<file path="config.mk">
export PLATFORM = sky130hd
export DESIGN_NAME = fm_acc_top
export DESIGN_NICKNAME = d
export VERILOG_FILES = /design/src/fm_acc_pkg.sv /design/src/fm_slot_seq.sv /design/src/fm_ch_cfg.sv /design/src/fm_single_acc.sv /design/src/fm_acc_mix.sv /design/src/fm_acc_top.sv
export VERILOG_INCLUDE_DIRS = /design/src
export SDC_FILE = /design/constraint.sdc
export NUM_CORES = 1
export LEC_CHECK = 0
export BUFFER_PORTS_ARGS = -buffer_cell sky130_fd_sc_hd__buf_4
export CORE_UTILIZATION = 54
export DETAILED_ROUTE_END_ITERATION = 10
export GPL_TIMING_DRIVEN = 0
export PLACE_DENSITY = 0.78
export SYNTH_ARGS = -nofsm -noshare
export SYNTH_HDL_FRONTEND = slang
export SYNTH_SLANG_ARGS = --single-unit
</file>
<file path="constraint.sdc">
create_clock -name clk -period 4.9 [get_ports clk]
set_clock_uncertainty 0.15 [all_clocks]
set_input_delay 0.245 -clock clk [delete_from_list [all_inputs] [get_ports clk]]
set_output_delay 0.245 -clock clk [all_outputs]
set_load 0.01 [all_outputs]
</file>
<file path="src/fm_acc_macros.svh">
/*
 * FM output accumulator widths and scaling
 * Operator, sample and ADPCM-A shift settings shared by the design
 */
`ifndef FM_ACC_MACROS_SVH
`define FM_ACC_MACROS_SVH

// Operator result width from the engine
`define FM_OP_W 14

// Accumulator output and sample width
`define FM_SND_W 16

// ADPCM-A is three bits below full scale
`define FM_ADPCM_A_SHIFT 3

// Operator slots in one sample frame
`define FM_NUM_SLOTS 24

// Set to 1'b1 to mute the ADPCM slots
`define FM_ACC_NOMIX 1'b0

`endif

</file>
<file path="src/fm_acc_pkg.sv">
/*
 * FM output accumulator types
 * Slot, sample, channel config and config write payload definitions
 */
`include "fm_acc_macros.svh"

package fm_acc_pkg;

    // Signed operator result from the engine
    typedef logic signed [`FM_OP_W-1:0] op_res_t;

    // Signed output sample
    typedef logic signed [`FM_SND_W-1:0] snd_t;

    // Channel number, 3 and 7 unused
    typedef logic [2:0] ch_t;

    // Operator index
    typedef logic [1:0] op_t;

    // Connection algorithm
    typedef logic [2:0] alg_t;

    // Pan, bit 1 left and bit 0 right
    typedef logic [1:0] pan_t;

    // Current operator slot
    typedef struct packed {
        ch_t ch;
        op_t op;
    } slot_t;

    // Stereo sample pair
    typedef struct packed {
        snd_t left;
        snd_t right;
    } stereo_t;

    // Per-channel settings
    typedef struct packed {
        alg_t alg;
        pan_t pan;
    } ch_cfg_t;

    // Config write payload
    typedef struct packed {
        ch_t  ch;
        alg_t alg;
        pan_t pan;
    } cfg_wr_t;

    // Four-phase handshake states
    typedef enum logic {
        CFG_IDLE,
        CFG_ACK
    } cfg_state_e;

endpackage

</file>
<file path="src/fm_slot_seq.sv">
/*
 * FM slot sequencer
 * Walks the 24 operator slots of a frame, operator outer and
 * channel inner over 0, 1, 2, 4, 5 and 6
 */
`timescale 1ns/1ps

module fm_slot_seq (
    input  logic              clk,
    input  logic              rst,
    input  logic              clk_en,
    output fm_acc_pkg::slot_t slot
);

    import fm_acc_pkg::*;

    // Slot counters
    ch_t ch_q;
    op_t op_q;

    // Next channel with the gaps skipped
    ch_t ch_next;
    logic ch_wrap;

    always_comb begin
        ch_wrap = 1'b0;
        case (ch_q)
            // Skip channel 3
            3'd2: ch_next = 3'd4;
            // Last channel of the operator pass
            3'd6: begin
                ch_next = 3'd0;
                ch_wrap = 1'b1;
            end
            // Channel 7 never reached, wraps anyway
            3'd7: begin
                ch_next = 3'd0;
                ch_wrap = 1'b1;
            end
            default: ch_next = ch_q + 3'd1;
        endcase
    end

    always_ff @(posedge clk) begin
        if (rst) begin
            ch_q <= 3'd0;
            op_q <= 2'd0;
        end else if (clk_en) begin
            ch_q <= ch_next;
            // Operator steps once per channel pass, 3 wraps to 0
            if (ch_wrap) begin
                op_q <= op_q + 2'd1;
            end
        end
    end

    // Current slot to the mixer and the engine
    assign slot = '{ch: ch_q, op: op_q};

endmodule

</file>
<file path="src/fm_ch_cfg.sv">
/*
 * FM channel config registers
 * Algorithm and pan per channel, written through a four-phase
 * req/ack port, read combinationally for the current slot
 */
`timescale 1ns/1ps

module fm_ch_cfg (
    input  logic                clk,
    input  logic                rst,
    input  logic                cfg_req,
    input  fm_acc_pkg::cfg_wr_t cfg_wr,
    output logic                cfg_ack,
    input  fm_acc_pkg::ch_t     cur_ch,
    output fm_acc_pkg::ch_cfg_t cur_cfg
);

    import fm_acc_pkg::*;

    // Register file, one entry per channel number
    ch_cfg_t cfg_q [8];

    // Handshake FSM
    cfg_state_e state_q;
    cfg_state_e state_next;
    logic       wr_en;

    always_comb begin
        state_next = state_q;
        wr_en      = 1'b0;
        case (state_q)
            CFG_IDLE: begin
                // New request, write and acknowledge at once
                if (cfg_req) begin
                    wr_en      = 1'b1;
                    state_next = CFG_ACK;
                end
            end
            CFG_ACK: begin
                // Release ack once req is seen low
                if (!cfg_req) begin
                    state_next = CFG_IDLE;
                end
            end
            default: state_next = CFG_IDLE;
        endcase
    end

    always_ff @(posedge clk) begin
        if (rst) begin
            state_q <= CFG_IDLE;
        end else begin
            state_q <= state_next;
        end
    end

    // Channels start with alg 0 panned to both sides
    always_ff @(posedge clk) begin
        if (rst) begin
            for (int i = 0; i < 8; i++) begin
                cfg_q[i] <= '{alg: 3'd0, pan: 2'b11};
            end
        end else if (wr_en) begin
            // Channels 3 and 7 stored but never selected
            cfg_q[cfg_wr.ch] <= '{alg: cfg_wr.alg, pan: cfg_wr.pan};
        end
    end

    // Ack high for the whole CFG_ACK state
    assign cfg_ack = (state_q == CFG_ACK);

    // Setting for the slot being processed
    assign cur_cfg = cfg_q[cur_ch];

endmodule

</file>
<file path="src/fm_single_acc.sv">
/*
 * Single side frame accumulator
 * Sums enabled inputs over a frame in a widened register and loads
 * the saturated total into the output at the frame start slot
 */
`timescale 1ns/1ps

module fm_single_acc #(
    parameter int win  = 16,
    parameter int wout = 16
) (
    input  logic                   clk,
    input  logic                   rst,
    input  logic                   clk_en,
    input  logic signed [win-1:0]  op_result,
    input  logic                   sum_en,
    input  logic                   zero,
    output logic signed [wout-1:0] snd
);

    // Two guard bits above the output range
    localparam int AW = wout + 2;

    logic signed [AW-1:0]   acc_q;
    logic signed [AW-1:0]   acc_in;
    logic signed [wout-1:0] acc_sat;

    // Contribution of this slot, sign extended
    always_comb begin
        acc_in = op_result;
        if (!sum_en) begin
            acc_in = '0;
        end
    end

    // Clamp when guard bits disagree with the sign
    always_comb begin
        if (acc_q[AW-1:wout-1] == '0 || acc_q[AW-1:wout-1] == '1) begin
            acc_sat = acc_q[wout-1:0];
        end else if (acc_q[AW-1]) begin
            acc_sat = {1'b1, {(wout-1){1'b0}}};
        end else begin
            acc_sat = {1'b0, {(wout-1){1'b1}}};
        end
    end

    always_ff @(posedge clk) begin
        if (rst) begin
            acc_q <= '0;
            snd   <= '0;
        end else if (clk_en) begin
            if (zero) begin
                // Frame boundary, publish and restart with this slot
                snd   <= acc_sat;
                acc_q <= acc_in;
            end else begin
                acc_q <= acc_q + acc_in;
            end
        end
    end

endmodule

</file>
<file path="src/fm_acc_mix.sv">
/*
 * YM2610 style stereo mixer
 * Selects FM or ADPCM data per slot, applies algorithm and pan
 * gating and feeds the left and right frame accumulators
 */
`timescale 1ns/1ps
`include "fm_acc_macros.svh"

module fm_acc_mix (
    input  logic                clk,
    input  logic                rst,
    input  logic                clk_en,
    input  fm_acc_pkg::slot_t   slot,
    input  fm_acc_pkg::ch_cfg_t cur_cfg,
    input  fm_acc_pkg::op_res_t op_result,
    input  fm_acc_pkg::stereo_t adpcm_a,
    input  fm_acc_pkg::stereo_t adpcm_b,
    output fm_acc_pkg::stereo_t snd,
    output logic                frame_done
);

    import fm_acc_pkg::*;

    logic zero;
    logic sum_en;
    snd_t op_ext;
    snd_t acc_in_l;
    snd_t acc_in_r;
    logic acc_en_l;
    logic acc_en_r;
    snd_t snd_l;
    snd_t snd_r;

    // Frame starts at op 0 of channel 0
    assign zero = (slot.op == 2'd0) && (slot.ch == 3'd0);

    // Carrier operators per algorithm
    always_comb begin
        case (cur_cfg.alg)
            3'd4:      sum_en = (slot.op == 2'd1) || (slot.op == 2'd3);
            3'd5,
            3'd6:      sum_en = (slot.op != 2'd0);
            3'd7:      sum_en = 1'b1;
            // Algorithms 0 to 3 output op 3 only
            default:   sum_en = (slot.op == 2'd3);
        endcase
    end

    // Sign extend the operator result to sample width
    assign op_ext = op_result;

    // Channel 2 and 6 op 0 slots carry ADPCM instead of FM
    always_comb begin
        if (slot.op == 2'd0 && slot.ch == 3'd2) begin
            // ADPCM-A raised to full scale
            acc_in_l = adpcm_a.left <<< `FM_ADPCM_A_SHIFT;
            acc_in_r = adpcm_a.right <<< `FM_ADPCM_A_SHIFT;
            acc_en_l = ~`FM_ACC_NOMIX;
            acc_en_r = ~`FM_ACC_NOMIX;
        end else if (slot.op == 2'd0 && slot.ch == 3'd6) begin
            acc_in_l = adpcm_b.left;
            acc_in_r = adpcm_b.right;
            acc_en_l = ~`FM_ACC_NOMIX;
            acc_en_r = ~`FM_ACC_NOMIX;
        end else begin
            acc_in_l = op_ext;
            acc_in_r = op_ext;
            acc_en_l = sum_en & cur_cfg.pan[1];
            acc_en_r = sum_en & cur_cfg.pan[0];
        end
    end

    fm_single_acc #(.win(`FM_SND_W), .wout(`FM_SND_W)) u_left (
        .clk       (clk),
        .rst       (rst),
        .clk_en    (clk_en),
        .op_result (acc_in_l),
        .sum_en    (acc_en_l),
        .zero      (zero),
        .snd       (snd_l)
    );

    fm_single_acc #(.win(`FM_SND_W), .wout(`FM_SND_W)) u_right (
        .clk       (clk),
        .rst       (rst),
        .clk_en    (clk_en),
        .op_result (acc_in_r),
        .sum_en    (acc_en_r),
        .zero      (zero),
        .snd       (snd_r)
    );

    assign snd = '{left: snd_l, right: snd_r};

    // One cycle strobe alongside the output load
    always_ff @(posedge clk) begin
        if (rst) begin
            frame_done <= 1'b0;
        end else begin
            frame_done <= clk_en & zero;
        end
    end

endmodule

</file>
<file path="src/fm_acc_top.sv">
/*
 * FM stereo output accumulator top level
 * Slot sequencer, channel config registers and the mixer
 * with its left and right frame accumulators
 */
`timescale 1ns/1ps

module fm_acc_top (
    input  logic                clk,
    input  logic                rst,
    input  logic                clk_en,
    output fm_acc_pkg::slot_t   slot,
    input  fm_acc_pkg::op_res_t op_result,
    input  fm_acc_pkg::stereo_t adpcm_a,
    input  fm_acc_pkg::stereo_t adpcm_b,
    input  logic                cfg_req,
    input  fm_acc_pkg::cfg_wr_t cfg_wr,
    output logic                cfg_ack,
    output fm_acc_pkg::stereo_t snd,
    output logic                frame_done
);

    import fm_acc_pkg::*;

    // Settings of the channel in the current slot
    ch_cfg_t cur_cfg;

    fm_slot_seq u_slot_seq (
        .clk    (clk),
        .rst    (rst),
        .clk_en (clk_en),
        .slot   (slot)
    );

    fm_ch_cfg u_ch_cfg (
        .clk     (clk),
        .rst     (rst),
        .cfg_req (cfg_req),
        .cfg_wr  (cfg_wr),
        .cfg_ack (cfg_ack),
        .cur_ch  (slot.ch),
        .cur_cfg (cur_cfg)
    );

    fm_acc_mix u_acc_mix (
        .clk        (clk),
        .rst        (rst),
        .clk_en     (clk_en),
        .slot       (slot),
        .cur_cfg    (cur_cfg),
        .op_result  (op_result),
        .adpcm_a    (adpcm_a),
        .adpcm_b    (adpcm_b),
        .snd        (snd),
        .frame_done (frame_done)
    );

endmodule

</file>
==> impl_metrics.tcl <==
set metrics [dict create \
    multi_input_area_sq_um 4490 \
    clockBufferDepth 2 \
    vias 7247 \
    ioPinCount 129 \
    setup_ws_ps 119 \
    port_buffers 122 \
    grt_pass1_vias 6559 \
    cp_max_fo 10 \
    cp_top_family "compound AO/OA/AOI/OAI gates" \
    synth_adder_area_share_pct 6.92 \
    post-place-ws_ps -15.9 \
    synth-xor-area-share_pct 3.53 \
    synthCells 849 \
    min_path_type "primary input to flip-flop" \
    cts_tree "yes" \
    relSlewSlack_pct 36.4 \
    finalPower_w 0.00297 \
    diodes 0 \
    synth-seq-cells 118 \
    period_needed_ps 4780 \
    synth_area_per_cell_sq_um 8.78 \
    maxCapViolCount 0 \
    max_stage_delay_ps 570 \
    synth_nets 979 \
    status "completed" \
    end_kind "flip-flop" \
    grt_use_total_pct 32.5 \
    post-route-drc-count 0 \
    wl_mm 22.6 \
    synth_top_cell_by_area "dfxtp_1" \
    synthSimpleGateAreaFrac_pct 21.0 \
    fin_crit_sh_pct 97.6 \
    synth_ff_type "dfxtp_1" \
    clock_latency_ps 430 \
    coreArea_sq_um 13300 \
    drtAntennaViolNets 0 \
    cp_num_buf_inv 3 \
    vias_per_cell 6.13 \
    power.density_nw_per_um2 320 \
    ir_drop_mv 0.229 \
    drt_iter0_markers 820 \
    rsz0062_at_grt "false" \
    drv_slew 0 \
    ys_types 64 \
    gp_congestion 0.981 \
    clock-sinks 118 \
    synth_top_area_share_pct 21.0 \
    timing.fmax_mhz 209 \
    place_hpwl_mm 16.5 \
    worstPathRequired_ps 5100 \
    cts_max_level 4 \
    grt_max_degree 17 \
    die_area_sq_um 14300 \
    start_util_pct 55.8 \
    die_height_microns 119 \
    numCtsBuffers 17 \
    rows 42 \
    ys_seq_area_share_pct 37.1 \
    crit_type "flip-flop to flip-flop" \
    hold_viol 0 \
    path_cells "buf_6 -> buf_6 -> a21oi_1 -> mux4_2 -> o311a_2 -> nand3_4 -> buf_6 -> o21ai_1 -> ha_1 -> o21ai_2 -> nor3_1 -> o41a_1 -> o31ai_4 -> a21oi_1 -> a31oi_1 -> mux4_1 -> a21oi_1" \
    clkTransAtPathRegs_ps 60 \
    post_dp_cell_area_sq_um 8590 \
    grt_pass1_wl_mm 34.9 \
    fillers 1067 \
    dieWidth_microns 119 \
    drive_gt1_share_pct 20.3 \
    worstHoldStart "cfg_wr[4]" \
    root_buffer "clkbuf_16" \
    ys_warn_count 0 \
    synth-edff-count 40 \
    area_delta_synth_final_pct 24.6 \
    synth.area.top_cells "dfxtp_1, edfxtp_1, ha_1" \
    antenna_found_initial 0 \
    setup_viol 0 \
    post_drt_wl_per_cell_microns 19.1 \
    p_leak_nw 3.73 \
    crit_slowest_cell "mux4_1" \
    crit_arrival_ps 4990 \
    drtPass1Iterations 6 \
    synth-compound-area-share_pct 20.4 \
    async_flop_share_pct 0 \
    worst_slew_pin_slew_ps 953 \
    synth_top_family_by_area "simple AND/OR/NAND/NOR gates" \
    grt-ovfl-total 0 \
    mappedNetlistArea_sq_um 7450 \
    cp-start-kind "flip-flop" \
    final_cell_area_sq_um 9290 \
    synthMuxAreaShare_pct 7.45 \
    regArea_sq_um 2760 \
    fin_nets 1124 \
]
## report_power, final
group / internal, W / leakage (nW) / switching, W
Combinational: 0.000251 / 2.41 / 0.000352
Sequential: 0.00107 / 1.03 / 0.0000526
Clock: 0.000789 / 0.284 / 0.000454
## metrics by stage
stage	hold slack [ps]	TNS (ps)	std cells	util [%]
after detailed placement	296	-15.9	1147	64.4
after global placement	293	-74.9	1147	64.4
after global routing	11.5	0	1183	69.6
final	14.7	0	1183	69.6
after CTS	2.77	0	1183	69.0
after floorplan	227	0	849	-
## timing repair
| item | in CTS | in global routing |
|---|---|---|
| endpoints found under the setup margin | 2 | 7 |
| gates resized for setup | 2 | 17 |
| setup buffers | 0 | 1 |
| endpoints found under the hold margin | 14 | 0 |
| pin swaps | 0 | 4 |
| hold buffers | 4 | 0 |
## cell families (layout without fill, tap and decap cells)
kind of cell             count (synthesis)  count (layout)
AO/OA/AOI/OAI                          228             228
XOR/XNOR                                30              30
adder cells (fa/ha/maj)                 40              40
buffers and inverters                   63             221
flip-flops                             118             118
multiplexers                            44              44
AND/OR/NAND/NOR                        326             326
## flip-flops by register name, summed over array words and instances (netlist names), named ones only
signal / cells
u_ch_cfg.cfg_q: 40
u_acc_mix.u_left.acc_q: 18
u_acc_mix.u_right.acc_q: 18
u_acc_mix.u_left.snd: 16
u_acc_mix.u_right.snd: 16
u_slot_seq.ch_q: 3
u_slot_seq.op_q: 2
u_acc_mix.frame_done: 1
u_ch_cfg.cfg_ack: 1
## metal layers
layer  global-route usage (%)  wire length [microns]
met5                        0                      0
met4                     15.2                    774
met3                     9.10                   2540
met2                     47.7                   9920
met1                     44.2                   9350
## cells in the mapped netlist (all sizes together), types with 2 or more instances
cell type,number
edfxtp,40
nand3,16
or3,16
o32ai,4
o21a,7
o31ai,8
a21oi,65
fa,2
o21bai,2
a211oi,23
o211ai,10
mux4,8
dfxtp,78
mux2,6
xnor2,14
inv,15
buf,10
nor2,90
nor2b,3
xor2,16
clkbuf,38
nand2,92
a311oi,11
a2bb2oi,2
ha,38
o21ai,46
nor3,35
a31oi,5
nand4,4
and2,30
or2,9
mux2i,30
o22ai,25
nand2b,23
a21o,10
## placed cells by master, fill, tap and decap left out, types with 10 or more instances in the layout
master       n
nor2_1      90
inv_1       15
buf_4      124
nor3_1      35
clkbuf_1    40
mux2i_1     30
a21o_1      10
o211ai_1    10
dfxtp_1     78
xnor2_1     14
ha_1        38
clkbuf_16   18
o21ai_0     38
a311oi_1    11
and2_1      29
nand3_1     14
nand2_1     92
or3_1       16
xor2_1      16
a211oi_1    20
a21oi_1     65
edfxtp_1    40
o22ai_1     18
nand2b_1    22
## final timing paths
path                            slack, ps  depth (start not counted)                         end
worst max-delay path                  120                         17  u_acc_mix.u_left.acc_q[17]
worst min-delay path                   10                          2        u_ch_cfg.cfg_q[6][4]
worst max register to register        120                         17  u_acc_mix.u_left.acc_q[17]
worst min register to register        300                          2   u_acc_mix.u_right.snd[12]
## cell type report
type	count	share of cell area, %
sequential	118	29.7
clock inverter	8	1.05
clock buffer	24	5.20
buffer	47	2.30
tap	176	2.37
timing repair buffer	127	10.4
multi-input combinational	668	48.3
inverter	15	0.606
Note: power is estimated with default switching activity, not from simulation.
